==> config.mk <==
export PLATFORM = sky130hd
export DESIGN_NAME = grid_display_top
export DESIGN_NICKNAME = d
export VERILOG_FILES = /design/src/grid_display_pkg.sv /design/src/credit_fifo.sv /design/src/vga_timing.sv /design/src/grid_vram.sv /design/src/grid_cmd_port.sv /design/src/grid_display_top.sv
export VERILOG_INCLUDE_DIRS = /design/src
export SDC_FILE = /design/constraint.sdc
export NUM_CORES = 1
export LEC_CHECK = 0
export BUFFER_PORTS_ARGS = -buffer_cell sky130_fd_sc_hd__buf_2
export CORE_ASPECT_RATIO = 2
export CORE_MARGIN = 5
export CORE_UTILIZATION = 58
export CTS_BUF_LIST = sky130_fd_sc_hd__clkbuf_8
export DETAILED_ROUTE_END_ITERATION = 8
export PLACE_DENSITY = 0.8
export RECOVER_POWER = 100
export SYNTH_ARGS = -nofsm -noshare
export SYNTH_HDL_FRONTEND = slang
export SYNTH_HIERARCHICAL = 1
export SYNTH_SLANG_ARGS = --single-unit
==> constraint.sdc <==
create_clock -name clk -period 5.9 [get_ports clk]
set_input_delay 1.18 -clock clk [delete_from_list [all_inputs] [get_ports clk]]
set_output_delay 1.18 -clock clk [all_outputs]
set_load 0.005 [all_outputs]
==> src/grid_display_consts.svh <==
`ifndef GRID_DISPLAY_CONSTS_SVH
`define GRID_DISPLAY_CONSTS_SVH

////////////////////////////////////////
// 640x480 at 60 Hz, 25 MHz pixel clock
////////////////////////////////////////

// horizontal, in pixel clocks
`define H_ACTIVE 640
`define H_FRONT 16
`define H_SYNC 96
`define H_BACK 48
`define H_TOTAL (`H_ACTIVE + `H_FRONT + `H_SYNC + `H_BACK)

// vertical, in lines
`define V_ACTIVE 480
`define V_FRONT 10
`define V_SYNC 2
`define V_BACK 33
`define V_TOTAL (`V_ACTIVE + `V_FRONT + `V_SYNC + `V_BACK)

////////////////////////////////////////
// play field
////////////////////////////////////////

// 32 pixel cells
`define CELL_SHIFT 5
`define GRID_COLS 18
`define GRID_ROWS 13
`define GRID_CELLS (`GRID_COLS * `GRID_ROWS)

// border lines sit on these coordinates
`define FIELD_LO 32
`define FIELD_X_HI 608
`define FIELD_Y_HI 448

// palette
`define COLOR_BORDER 24'hF0F078
`define COLOR_GRIDLINE 24'h502850
`define COLOR_CELL 24'h28B450

// queue depths, also the initial credit counts
`define CMD_DEPTH 4
`define RSP_DEPTH 4

`endif

==> src/grid_display_pkg.sv <==
package grid_display_pkg;

	////////////////////////////////////////
	// host side payloads
	////////////////////////////////////////

	// one queued host command
	typedef struct packed {
		logic       wr;
		logic [7:0] addr;
		logic       data;
	} cell_cmd_t;

	// read result, tagged with its cell address
	typedef struct packed {
		logic [7:0] addr;
		logic       data;
	} cell_rsp_t;

	////////////////////////////////////////
	// video payload
	////////////////////////////////////////

	// 8 bits per channel, red in the top byte
	typedef struct packed {
		logic [7:0] r;
		logic [7:0] g;
		logic [7:0] b;
	} rgb_t;

endpackage

==> src/credit_fifo.sv <==
`timescale 1ns/1ps

module credit_fifo #(
	parameter type payload_t = logic,
	parameter int  DEPTH     = 4
)
(
	input  logic     clk,
	input  logic     rst_n_i,
	input  logic     push_i,
	input  payload_t push_data_i,
	input  logic     pop_i,
	output payload_t pop_data_o,
	output logic     empty_o,
	output logic     full_o
);

	localparam int PTR_W = (DEPTH > 1) ? $clog2(DEPTH) : 1;
	localparam int CNT_W = $clog2(DEPTH + 1);

	payload_t mem [DEPTH];
	logic [PTR_W-1:0] wr_ptr;
	logic [PTR_W-1:0] rd_ptr;
	logic [CNT_W-1:0] count;

	// wrap at DEPTH, depth need not be a power of two
	function automatic logic [PTR_W-1:0] ptr_next(input logic [PTR_W-1:0] ptr);
		return (ptr == PTR_W'(DEPTH - 1)) ? '0 : ptr + 1'b1;
	endfunction

	// storage
	always_ff @(posedge clk)
	begin
		if (push_i)
			mem[wr_ptr] <= push_data_i;
	end

	// pointers and occupancy
	always_ff @(posedge clk or negedge rst_n_i)
	begin
		if (!rst_n_i)
		begin
			wr_ptr <= '0;
			rd_ptr <= '0;
			count  <= '0;
		end
		else
		begin
			if (push_i)
				wr_ptr <= ptr_next(wr_ptr);
			if (pop_i)
				rd_ptr <= ptr_next(rd_ptr);
			case ({push_i, pop_i})
				2'b10:   count <= count + 1'b1;
				2'b01:   count <= count - 1'b1;
				default: count <= count;
			endcase
		end
	end

	// show-ahead, head is valid whenever not empty
	assign pop_data_o = mem[rd_ptr];
	assign empty_o    = (count == '0);
	assign full_o     = (count == CNT_W'(DEPTH));

	// sender spent a credit it never got back
	a_credit_overrun: assert property (@(posedge clk) disable iff (!rst_n_i)
		!(push_i && full_o))
		else $error("credit_fifo: push while full");

	a_pop_empty: assert property (@(posedge clk) disable iff (!rst_n_i)
		!(pop_i && empty_o))
		else $error("credit_fifo: pop while empty");

endmodule

==> src/vga_timing.sv <==
`timescale 1ns/1ps

`include "grid_display_consts.svh"

module vga_timing
(
	input  logic        clk,
	input  logic        rst_n_i,
	output logic        hsync_o,
	output logic        vsync_o,
	output logic        de_o,
	output logic [10:0] pix_x_o,
	output logic [10:0] pix_y_o
);

	logic [10:0] h_cnt;
	logic [10:0] v_cnt;
	logic        h_last;

	assign h_last = (h_cnt == 11'(`H_TOTAL - 1));

	////////////////////////////////////////
	// frame counters
	////////////////////////////////////////

	always_ff @(posedge clk or negedge rst_n_i)
	begin
		if (!rst_n_i)
		begin
			h_cnt <= '0;
			v_cnt <= '0;
		end
		else
		begin
			h_cnt <= h_last ? '0 : h_cnt + 1'b1;
			// line advances on the last pixel clock of the line
			if (h_last)
				v_cnt <= (v_cnt == 11'(`V_TOTAL - 1)) ? '0 : v_cnt + 1'b1;
		end
	end

	////////////////////////////////////////
	// registered decode
	////////////////////////////////////////

	always_ff @(posedge clk or negedge rst_n_i)
	begin
		if (!rst_n_i)
		begin
			hsync_o <= 1'b1;
			vsync_o <= 1'b1;
			de_o    <= 1'b0;
			pix_x_o <= '0;
			pix_y_o <= '0;
		end
		else
		begin
			// active low pulses after the front porch
			hsync_o <= !((h_cnt >= `H_ACTIVE + `H_FRONT) &&
				(h_cnt < `H_ACTIVE + `H_FRONT + `H_SYNC));
			vsync_o <= !((v_cnt >= `V_ACTIVE + `V_FRONT) &&
				(v_cnt < `V_ACTIVE + `V_FRONT + `V_SYNC));
			de_o    <= (h_cnt < `H_ACTIVE) && (v_cnt < `V_ACTIVE);
			pix_x_o <= h_cnt;
			pix_y_o <= v_cnt;
		end
	end

	// blanking must cover both sync pulses
	a_de_outside_sync: assert property (@(posedge clk) disable iff (!rst_n_i)
		de_o |-> (hsync_o && vsync_o))
		else $error("vga_timing: de_o high during sync");

endmodule

==> src/grid_vram.sv <==
`timescale 1ns/1ps

`include "grid_display_consts.svh"

module grid_vram
(
	input  logic                  clk,
	input  logic                  rst_n_i,
	// host port
	input  logic                  ram_wen_i,
	input  logic                  ram_ren_i,
	input  logic [7:0]            ram_addr_i,
	input  logic                  ram_wdata_i,
	output logic                  ram_rdata_o,
	// scan input from the timing generator
	input  logic                  hs_i,
	input  logic                  vs_i,
	input  logic                  de_i,
	input  logic [10:0]           pix_x_i,
	input  logic [10:0]           pix_y_i,
	// video out
	output logic                  hs_o,
	output logic                  vs_o,
	output logic                  de_o,
	output grid_display_pkg::rgb_t rgb_o
);

	logic              mem [`GRID_CELLS];
	logic [4:0]        cell_x;
	logic [4:0]        cell_y;
	logic [7:0]        scan_addr;
	logic              cell_on;
	logic [2:0]        hs_d;
	logic [2:0]        vs_d;
	logic [2:0]        de_d;
	logic [2:0][10:0]  x_d;
	logic [2:0][10:0]  y_d;
	logic              outside;
	logic              on_edge;
	logic              on_grid;

	// host side, out of range writes fall away
	always_ff @(posedge clk)
	begin
		if (ram_wen_i && (ram_addr_i < `GRID_CELLS))
			mem[ram_addr_i] <= ram_wdata_i;
		if (ram_ren_i)
			ram_rdata_o <= (ram_addr_i < `GRID_CELLS) ? mem[ram_addr_i] : 1'b0;
	end

	////////////////////////////////////////
	// scan pipeline, stages 1 to 3
	////////////////////////////////////////

	always_ff @(posedge clk)
	begin
		// s1 cell column and row, field starts one cell in
		cell_x    <= 5'(pix_x_i >> `CELL_SHIFT) - 5'd1;
		cell_y    <= 5'(pix_y_i >> `CELL_SHIFT) - 5'd1;
		// s2 linear address, row major
		scan_addr <= 8'(cell_y * `GRID_COLS + cell_x);
		// s3 cell lookup
		cell_on   <= (scan_addr < `GRID_CELLS) ? mem[scan_addr] : 1'b0;
		x_d       <= {x_d[1:0], pix_x_i};
		y_d       <= {y_d[1:0], pix_y_i};
	end

	// control travels alongside
	always_ff @(posedge clk or negedge rst_n_i)
	begin
		if (!rst_n_i)
		begin
			hs_d <= '1;
			vs_d <= '1;
			de_d <= '0;
		end
		else
		begin
			hs_d <= {hs_d[1:0], hs_i};
			vs_d <= {vs_d[1:0], vs_i};
			de_d <= {de_d[1:0], de_i};
		end
	end

	// field classification of the stage 3 pixel
	assign outside = (x_d[2] < `FIELD_LO) || (x_d[2] > `FIELD_X_HI) ||
		(y_d[2] < `FIELD_LO) || (y_d[2] > `FIELD_Y_HI);
	assign on_edge = (x_d[2] == `FIELD_LO) || (x_d[2] == `FIELD_X_HI) ||
		(y_d[2] == `FIELD_LO) || (y_d[2] == `FIELD_Y_HI);
	assign on_grid = (x_d[2][`CELL_SHIFT-1:0] == '0) || (y_d[2][`CELL_SHIFT-1:0] == '0);

	////////////////////////////////////////
	// stage 4, colour and sync out
	////////////////////////////////////////

	always_ff @(posedge clk or negedge rst_n_i)
	begin
		if (!rst_n_i)
		begin
			hs_o  <= 1'b1;
			vs_o  <= 1'b1;
			de_o  <= 1'b0;
			rgb_o <= '0;
		end
		else
		begin
			hs_o <= hs_d[2];
			vs_o <= vs_d[2];
			de_o <= de_d[2];
			// priority, first match wins
			if (!de_d[2] || outside)
				rgb_o <= '0;
			else if (on_edge)
				rgb_o <= `COLOR_BORDER;
			else if (on_grid)
				rgb_o <= `COLOR_GRIDLINE;
			else if (cell_on)
				rgb_o <= `COLOR_CELL;
			else
				rgb_o <= '0;
		end
	end

	// divide and multiply stages must land on a real cell inside the border
	a_scan_addr_range: assert property (@(posedge clk) disable iff (!rst_n_i)
		(de_d[1] && (x_d[1] > `FIELD_LO) && (x_d[1] < `FIELD_X_HI) &&
		(y_d[1] > `FIELD_LO) && (y_d[1] < `FIELD_Y_HI)) |-> (scan_addr < `GRID_CELLS))
		else $error("grid_vram: scan address %0d out of range", scan_addr);

endmodule

==> src/grid_cmd_port.sv <==
`timescale 1ns/1ps

`include "grid_display_consts.svh"

module grid_cmd_port
(
	input  logic       clk,
	input  logic       rst_n_i,
	// host commands
	input  logic       cmd_valid_i,
	input  logic       cmd_write_i,
	input  logic [7:0] cmd_addr_i,
	input  logic       cmd_data_i,
	output logic       cmd_credit_o,
	// host responses
	output logic       rsp_valid_o,
	output logic [7:0] rsp_addr_o,
	output logic       rsp_data_o,
	input  logic       rsp_credit_i,
	// memory host port
	output logic       ram_wen_o,
	output logic       ram_ren_o,
	output logic [7:0] ram_addr_o,
	output logic       ram_wdata_o,
	input  logic       ram_rdata_i
);

	localparam int CNT_W = $clog2(`RSP_DEPTH + 1);

	grid_display_pkg::cell_cmd_t cmd_in;
	grid_display_pkg::cell_cmd_t cmd_head;
	grid_display_pkg::cell_rsp_t rsp_in;
	grid_display_pkg::cell_rsp_t rsp_head;
	logic             cmd_empty;
	logic             cmd_pop;
	logic             rd_issue;
	logic             rd_wait;
	logic [7:0]       rd_addr_q;
	logic             rsp_empty;
	logic             rsp_full;
	logic             rsp_send;
	logic [CNT_W-1:0] slots_free;
	logic [CNT_W-1:0] host_credits;

	assign cmd_in = '{wr: cmd_write_i, addr: cmd_addr_i, data: cmd_data_i};

	credit_fifo #(
		.payload_t (grid_display_pkg::cell_cmd_t),
		.DEPTH     (`CMD_DEPTH)
	) cmd_q (
		.clk         (clk),
		.rst_n_i     (rst_n_i),
		.push_i      (cmd_valid_i),
		.push_data_i (cmd_in),
		.pop_i       (cmd_pop),
		.pop_data_o  (cmd_head),
		.empty_o     (cmd_empty),
		.full_o      ()
	);

	////////////////////////////////////////
	// command issue
	////////////////////////////////////////

	// writes go straight out, reads wait for a free response slot
	assign cmd_pop  = !cmd_empty && (cmd_head.wr || (slots_free != '0));
	assign rd_issue = cmd_pop && !cmd_head.wr;

	always_ff @(posedge clk or negedge rst_n_i)
	begin
		if (!rst_n_i)
		begin
			ram_wen_o    <= 1'b0;
			ram_ren_o    <= 1'b0;
			rd_wait      <= 1'b0;
			cmd_credit_o <= 1'b0;
		end
		else
		begin
			ram_wen_o    <= cmd_pop && cmd_head.wr;
			ram_ren_o    <= rd_issue;
			// read data shows up the cycle after ram_ren_o
			rd_wait      <= ram_ren_o;
			cmd_credit_o <= cmd_pop;
		end
	end

	always_ff @(posedge clk)
	begin
		ram_addr_o  <= cmd_head.addr;
		ram_wdata_o <= cmd_head.data;
		rd_addr_q   <= ram_addr_o;
	end

	////////////////////////////////////////
	// response queue and host credits
	////////////////////////////////////////

	assign rsp_in = '{addr: rd_addr_q, data: ram_rdata_i};

	credit_fifo #(
		.payload_t (grid_display_pkg::cell_rsp_t),
		.DEPTH     (`RSP_DEPTH)
	) rsp_q (
		.clk         (clk),
		.rst_n_i     (rst_n_i),
		.push_i      (rd_wait),
		.push_data_i (rsp_in),
		.pop_i       (rsp_send),
		.pop_data_o  (rsp_head),
		.empty_o     (rsp_empty),
		.full_o      (rsp_full)
	);

	// present only while the host has room
	assign rsp_send    = !rsp_empty && (host_credits != '0);
	assign rsp_valid_o = rsp_send;
	assign rsp_addr_o  = rsp_head.addr;
	assign rsp_data_o  = rsp_head.data;

	always_ff @(posedge clk or negedge rst_n_i)
	begin
		if (!rst_n_i)
		begin
			slots_free   <= CNT_W'(`RSP_DEPTH);
			host_credits <= CNT_W'(`RSP_DEPTH);
		end
		else
		begin
			// slot held from read issue until the response leaves
			case ({rd_issue, rsp_send})
				2'b10:   slots_free <= slots_free - 1'b1;
				2'b01:   slots_free <= slots_free + 1'b1;
				default: slots_free <= slots_free;
			endcase
			case ({rsp_send, rsp_credit_i})
				2'b10:   host_credits <= host_credits - 1'b1;
				2'b01:   host_credits <= host_credits + 1'b1;
				default: host_credits <= host_credits;
			endcase
		end
	end

	// host never returns more than it was given
	a_host_credit_max: assert property (@(posedge clk) disable iff (!rst_n_i)
		host_credits <= CNT_W'(`RSP_DEPTH))
		else $error("grid_cmd_port: host credits %0d above limit", host_credits);

	// a reserved slot always exists for the pushed read
	a_rsp_slot: assert property (@(posedge clk) disable iff (!rst_n_i)
		rd_wait |-> !rsp_full || rsp_send)
		else $error("grid_cmd_port: response with no reserved slot");

endmodule

==> src/grid_display_top.sv <==
`timescale 1ns/1ps

module grid_display_top
(
	input  logic                   clk,
	input  logic                   rst_n_i,
	// host command channel
	input  logic                   cmd_valid_i,
	input  logic                   cmd_write_i,
	input  logic [7:0]             cmd_addr_i,
	input  logic                   cmd_data_i,
	output logic                   cmd_credit_o,
	// host response channel
	output logic                   rsp_valid_o,
	output logic [7:0]             rsp_addr_o,
	output logic                   rsp_data_o,
	input  logic                   rsp_credit_i,
	// video
	output logic                   hs_o,
	output logic                   vs_o,
	output logic                   de_o,
	output grid_display_pkg::rgb_t rgb_o
);

	// timing generator to renderer
	logic        hsync;
	logic        vsync;
	logic        de;
	logic [10:0] pix_x;
	logic [10:0] pix_y;

	// command port to cell memory
	logic        ram_wen;
	logic        ram_ren;
	logic [7:0]  ram_addr;
	logic        ram_wdata;
	logic        ram_rdata;

	vga_timing u_timing (
		.clk     (clk),
		.rst_n_i (rst_n_i),
		.hsync_o (hsync),
		.vsync_o (vsync),
		.de_o    (de),
		.pix_x_o (pix_x),
		.pix_y_o (pix_y)
	);

	grid_cmd_port u_cmd_port (
		.clk          (clk),
		.rst_n_i      (rst_n_i),
		.cmd_valid_i  (cmd_valid_i),
		.cmd_write_i  (cmd_write_i),
		.cmd_addr_i   (cmd_addr_i),
		.cmd_data_i   (cmd_data_i),
		.cmd_credit_o (cmd_credit_o),
		.rsp_valid_o  (rsp_valid_o),
		.rsp_addr_o   (rsp_addr_o),
		.rsp_data_o   (rsp_data_o),
		.rsp_credit_i (rsp_credit_i),
		.ram_wen_o    (ram_wen),
		.ram_ren_o    (ram_ren),
		.ram_addr_o   (ram_addr),
		.ram_wdata_o  (ram_wdata),
		.ram_rdata_i  (ram_rdata)
	);

	// renderer, four stages behind the timing generator
	grid_vram u_vram (
		.clk         (clk),
		.rst_n_i     (rst_n_i),
		.ram_wen_i   (ram_wen),
		.ram_ren_i   (ram_ren),
		.ram_addr_i  (ram_addr),
		.ram_wdata_i (ram_wdata),
		.ram_rdata_o (ram_rdata),
		.hs_i        (hsync),
		.vs_i        (vsync),
		.de_i        (de),
		.pix_x_i     (pix_x),
		.pix_y_i     (pix_y),
		.hs_o        (hs_o),
		.vs_o        (vs_o),
		.de_o        (de_o),
		.rgb_o       (rgb_o)
	);

endmodule

==> flow_metrics.tcl, run 1 <==
set metrics [dict create \
    status "finished, violations left" \
    failed_checks "max-capacitance violations, max-slew violations" \
    crit_type "reg -> reg" \
    htreeDepth 3 \
    timing_hold_violations_final 0 \
    area_growth_pct 7.324 \
    setup.worst_path.end_class "flop" \
    numClockSinks 502 \
    busiest_layer "met2" \
    drt_first_pass_iters 6 \
    r2r-end "u_vram/mem[83]$_DFFE_PP_" \
    final_common_cell "edfxtp_1" \
    setup_ws_ns 1.354 \
    rows 99 \
    layout-drive-gt1-share_pct 18.24 \
    grt_first_pass_wirelength_mm 75.02 \
    worstRegToRegCells 3 \
    pre_cts_slack_ns 2.669 \
    worstHoldEndpoint "u_vram/y_d[26]$_DFF_P_" \
    post-cts-setup-buffer-count 0 \
    worstHoldStart "u_vram/y_d[15]$_DFF_P_" \
    stdcell_area_sq_um 22790 \
    reg2reg_from "u_cmd_port/ram_addr_o[1]$_DFF_P_" \
    crit_slowest_cell "nand3_1" \
    crit_fanout 28 \
    cts_root_buf "clkbuf_8" \
    portBuffers 42 \
    power.switching_mw 2.761 \
    power_mw 8.891 \
    ant_nets 0 \
    place_hpwl_mm 31.66 \
    core-area_sq_um 36290 \
    tightest_slew_ns 2.882 \
    cts_buffer_depth 3 \
    drt_iter0_markers 1099 \
    grt_max_degree 141 \
    p_comb_share_pct 20.9 \
    hp-class "reg -> reg" \
    worstPathRequired_ns 6.19 \
    dieArea_sq_um 40770 \
    yosys_warnings 6 \
    period_minus_slack_ns 4.546 \
    setup_viol 0 \
    p_sw_share_pct 31.06 \
    dieWidth_um 145.3 \
    p_int_mw 6.129 \
    syn-cell-area_sq_um 21230 \
    finalNetCount 1517 \
    die_h_um 280.6 \
    mostFrequentLayoutCells "311 x edfxtp_1, 272 x nor2_1, 127 x mux4_2" \
    regToRegSetupSlack_ns 1.35 \
    clock_skew_ns 0.02166 \
    cp.arrival_ns 4.84 \
    max_slew_margin_pct -92.43 \
    max_freq_mhz 220.0 \
    grt_use_met2_pct 43.03 \
    clk_pin_slew_ns 0.07 \
    cp_cell_sequence "clkbuf_1 > nand3_1 > nor2_1" \
    placed_cell_area_sq_um 21670 \
    cts_resized 0 \
    hold_buffers 0 \
    crit_buf_inv 1 \
    grt_use_met1_pct 25.68 \
    insertion_delay_ns 0.61 \
    power_frac_seq_pct 52.2 \
    ioPinCount 52 \
    ir_drop_uv 296.8 \
    drv_cap 5 \
    place_congestion 0.8737 \
    grt_util_met3_pct 4.299 \
    initial_core_util_pct 58.51 \
    rsz0062_at_grt "no" \
    finalMaxSlewViolations 189 \
    power_density_nw_per_um2 390.1 \
    p_leak_nw 7.966 \
    globalRouteOverflowTotal 0 \
    fin_setup_tns_ns 0 \
    cts_made_buffers 66 \
    routed_wl_mm 48.82 \
    drc_errors 0 \
    wl_per_cell_um 24.73 \
    min_path_cells 0 \
    cts_tree "built" \
    layout.cells.non_filler 1974 \
    post-route-period-util_pct 77.04 \
    syn_inst 1431 \
    clockPowerShare_pct 27.0 \
    start_kind "flop" \
    num_vias 12515 \
    placed_cells 1854 \
    synth_area_per_cell_sq_um 14.84 \
    grt_use_total_pct 24.21 \
    grt_pass1_vias 13315 \
    critPathTopFamily "simple AND/OR/NAND/NOR gates" \
    antenna_found_initial 1 \
    crit_path_max_incr_delay_ns 1.33 \
    drt-vias-per-instance 6.340 \
]
how the worst max path moves through the flow:
stage	start	endpoint	slack, ns	cells after the start
final	u_cmd_port/ram_addr_o[1]$_DFF_P_	u_vram/mem[83]$_DFFE_PP_	1.35	3
after detailed placement	u_cmd_port/ram_addr_o[0]$_DFF_P_	u_vram/ram_rdata_o$_SDFFCE_PP0P_	2.67	7
after floorplan	u_cmd_port/ram_wdata_o$_DFF_P_	u_vram/mem[0]$_DFFE_PP_	1.99	0
after global routing	u_cmd_port/ram_addr_o[1]$_DFF_P_	u_vram/mem[131]$_DFFE_PP_	1.25	3
after CTS	u_cmd_port/rsp_q/rd_ptr[0]$_DFFE_PN0P_	rsp_addr_o[1]	2.50	2
after global placement	u_cmd_port/ram_addr_o[0]$_DFF_P_	u_vram/ram_rdata_o$_SDFFCE_PP0P_	2.67	7
stage by stage:
stage | hold slack [ns] | util, %
after floorplan | 0.3096 | -
after global placement | 0.3096 | 59.72
after detailed placement | 0.3121 | 59.72
after CTS | 0.3203 | 63.10
after global routing | 0.3287 | 62.79
final | 0.3158 | 62.79
cell type report:
cell class	count	area, sq um
antenna	1	2.502
clock buffer	74	1018
fill	2553	13500
multi-input combinational	798	6912
inverter	39	146.4
tap	454	568.0
timing repair buffer	62	301.5
clock inverter	44	209.0
sequential	502	13630
power groups by stage:
stage	clock network, mW	registers [mW]	logic [mW]
after CTS	2.45	4.63	1.82
final	2.40	4.64	1.85
after detailed placement	0	4.70	1.81
after global routing	2.62	4.68	1.96
after floorplan	0	4.52	1.34
after global placement	0	4.68	1.77
layer usage:
metal  routed length (um)  up-vias
met3                 3497      208
li1                     -     5360
met5                    0        -
met2                26050      642
met1                15410     6305
met4                 3860        0
state kept, by name (all words and copies together), names as in the netlist, 8 cells and up:
register / cells
u_cmd_port/rd_addr_q: 8
u_vram/mem: 234
u_vram/y_d: 33
u_cmd_port/ram_addr_o: 8
u_timing/v_cnt: 11
u_timing/h_cnt: 11
u_cmd_port/rsp_q/mem: 36
u_vram/scan_addr: 8
u_vram/x_d: 33
u_timing/pix_x_o: 11
u_cmd_port/cmd_q/mem: 40
u_timing/pix_y_o: 11
Power figures use the tool's default switching activity.
==> inputs of run 2 (changes only) <==
- clock period: 5.9 -> 4.6 ns (I/O delays scaled with it)
==> run 2 against run 1 <==
Compared with the run above: the flow still finishes with violations (max-capacitance violations, max-slew violations); global-route usage is 0.41 points higher; total power is 31% higher; largest cell class unchanged; utilization is 0.55 points higher; setup slack worse by 0.62 ns; sequential share of layout area is 0.53 points lower; critical endpoint is now u_vram/ram_rdata_o$_SDFFCE_PP0P_; count of clock-buffer cells in the layout is 3 lower; via count is 1.8% higher; register-to-register slack worse by 0.62 ns; clock power is 35% higher; worst hold slack better by 0.0057 ns; critical path depth is 4 higher; fmax is 17% higher.
==> flow_metrics.tcl, run 2 (synthesized netlist as in run 1, its figures left out) <==
set metrics [dict create \
    grt_max_degree 104 \
    period_minus_slack_ns 3.871 \
    ant_nets 0 \
    finalNetCount 1535 \
    dieArea_sq_um 40770 \
    regToRegSetupSlack_ns 0.73 \
    status "finished, violations left" \
    layout-drive-gt1-share_pct 18.48 \
    worstRegToRegCells 7 \
    cts_made_buffers 58 \
    top_regs "u_vram/mem x234, u_cmd_port/cmd_q/mem x40, u_cmd_port/rsp_q/mem x36" \
    wl_per_cell_um 24.93 \
    crit_slowest_cell "dfxtp_1" \
    top_register "u_vram/mem" \
    place_hpwl_mm 33.21 \
    clock_skew_ns 0.02692 \
    crit_buf_inv 1 \
    drt_first_pass_iters 7 \
    mostFrequentLayoutCells "311 x edfxtp_1, 272 x nor2_1, 127 x mux4_2" \
    routed_wl_mm 49.66 \
    grt_use_total_pct 24.62 \
    worstPathRequired_ns 5.09 \
    cp.arrival_ns 4.36 \
    setup_viol 0 \
    drt-vias-per-instance 6.396 \
    cp_cell_sequence "buf_4 > mux4_2 > mux2_2 > o21ai_0 > a2111oi_0 > nor4_1 > a31oi_1" \
    drc_errors 0 \
    globalRouteOverflowTotal 0 \
    hold_buffers 0 \
    timing_hold_violations_final 0 \
    rsz0062_at_grt "no" \
    setup.worst_path.end_class "flop" \
    rows 99 \
    num_vias 12741 \
    crit_fanout 29 \
    finalMaxSlewViolations 190 \
    dieWidth_um 145.3 \
    ir_drop_uv 455.5 \
    die_h_um 280.6 \
    post-cts-setup-buffer-count 0 \
    tightest_slew_ns 3.192 \
    numClockSinks 502 \
    start_kind "flop" \
    cts_buffer_depth 3 \
    area_growth_pct 8.261 \
    power_density_nw_per_um2 507.2 \
    crit_type "reg -> reg" \
    r2r-end "u_vram/ram_rdata_o$_SDFFCE_PP0P_" \
    place_congestion 0.9461 \
    drv_cap 3 \
    grt_pass1_vias 13694 \
    initial_core_util_pct 58.51 \
    clk_pin_slew_ns 0.08 \
    cts_resized 0 \
    reg2reg_from "u_cmd_port/ram_addr_o[1]$_DFF_P_" \
    max_freq_mhz 258.4 \
    p_leak_nw 8.040 \
    drt_iter0_markers 1484 \
    post-route-period-util_pct 84.14 \
    largest_register_ffs 234 \
    ioPinCount 52 \
    fin_setup_tns_ns 0 \
    cts_tree "built" \
    post-route-util_pct 63.34 \
    hp-class "reg -> reg" \
    htreeDepth 2 \
    min_path_cells 0 \
    failed_checks "max-capacitance violations, max-slew violations" \
    critPathTopFamily "flip-flops" \
    cts_root_buf "clkbuf_8" \
    final_common_cell "edfxtp_1" \
    antenna_found_initial 1 \
    max_slew_margin_pct -112.8 \
    worstHoldEndpoint "u_vram/x_d[18]$_DFF_P_" \
    worstHoldStart "u_vram/x_d[7]$_DFF_P_" \
    grt_first_pass_wirelength_mm 77.19 \
    core-area_sq_um 36290 \
    insertion_delay_ns 0.63 \
    power_mw 11.66 \
    crit_path_max_incr_delay_ns 1.46 \
    portBuffers 42 \
]
## run 2: worst max path at each step
stage                                     start                                to  slack (ns)  cells after the start
3_5_place_dp   u_cmd_port/ram_addr_o[0]$_DFF_P_  u_vram/ram_rdata_o$_SDFFCE_PP0P_        1.42                      7
3_3_place_gp   u_cmd_port/ram_addr_o[1]$_DFF_P_  u_vram/ram_rdata_o$_SDFFCE_PP0P_        1.31                      7
2_1_floorplan    u_cmd_port/ram_wdata_o$_DFF_P_           u_vram/mem[0]$_DFFE_PP_        0.69                      0
4_1_cts        u_cmd_port/ram_addr_o[1]$_DFF_P_  u_vram/ram_rdata_o$_SDFFCE_PP0P_        1.39                      7
6_report       u_cmd_port/ram_addr_o[1]$_DFF_P_  u_vram/ram_rdata_o$_SDFFCE_PP0P_        0.73                      7
5_1_grt        u_cmd_port/ram_addr_o[1]$_DFF_P_  u_vram/ram_rdata_o$_SDFFCE_PP0P_        0.61                      7
## run 2: worst reg2reg max path: stages (launching register included)
cell	delay (ns)
dfxtp_1	1.46
buf_4	0.38
mux4_2	0.21
mux2_2	0.17
o21ai_0	0.08
a2111oi_0	1.10
nor4_1	0.17
a31oi_1	0.18
## run 2: where the power goes
group	internal, mW	leakage [nW]	switching [mW]
logic	0.953	2.52	1.51
clock network	1.69	0.752	1.54
registers	5.41	4.76	0.556
total	8.06	8.04	3.60
## run 2: metal layers
metal / GRT usage (%) / up-vias / wire length [um]
li1: - / 5397 / -
met1: 26.03 / 6303 / 14950
met2: 44.19 / 778 / 26370
met3: 4.736 / 263 / 4441
met4: 16.50 / 0 / 3897
met5: 0 / - / 0
## run 2: layout make-up
| class | count | area, sq um |
|---|---|---|
| clock buffer | 71 | 977.2 |
| sequential | 502 | 13630 |
| antenna | 1 | 2.502 |
| timing repair buffer | 88 | 441.7 |
| tap | 454 | 568.0 |
| clock inverter | 39 | 312.8 |
| inverter | 39 | 146.4 |
| multi-input combinational | 798 | 6910 |
| fill | 2554 | 13310 |
## run 2: per-stage QoR
step	worst slack, ns	hold slack, ns	instance area (sq um)	std cells
global placement	1.311	0.3099	21890	1881
floorplan	0.6899	0.3096	21260	1439
detailed placement	1.418	0.3121	21890	1881
finish	0.7295	0.3214	22990	1992
global route	0.6058	0.3335	22990	1992
CTS	1.386	0.3155	23180	1991
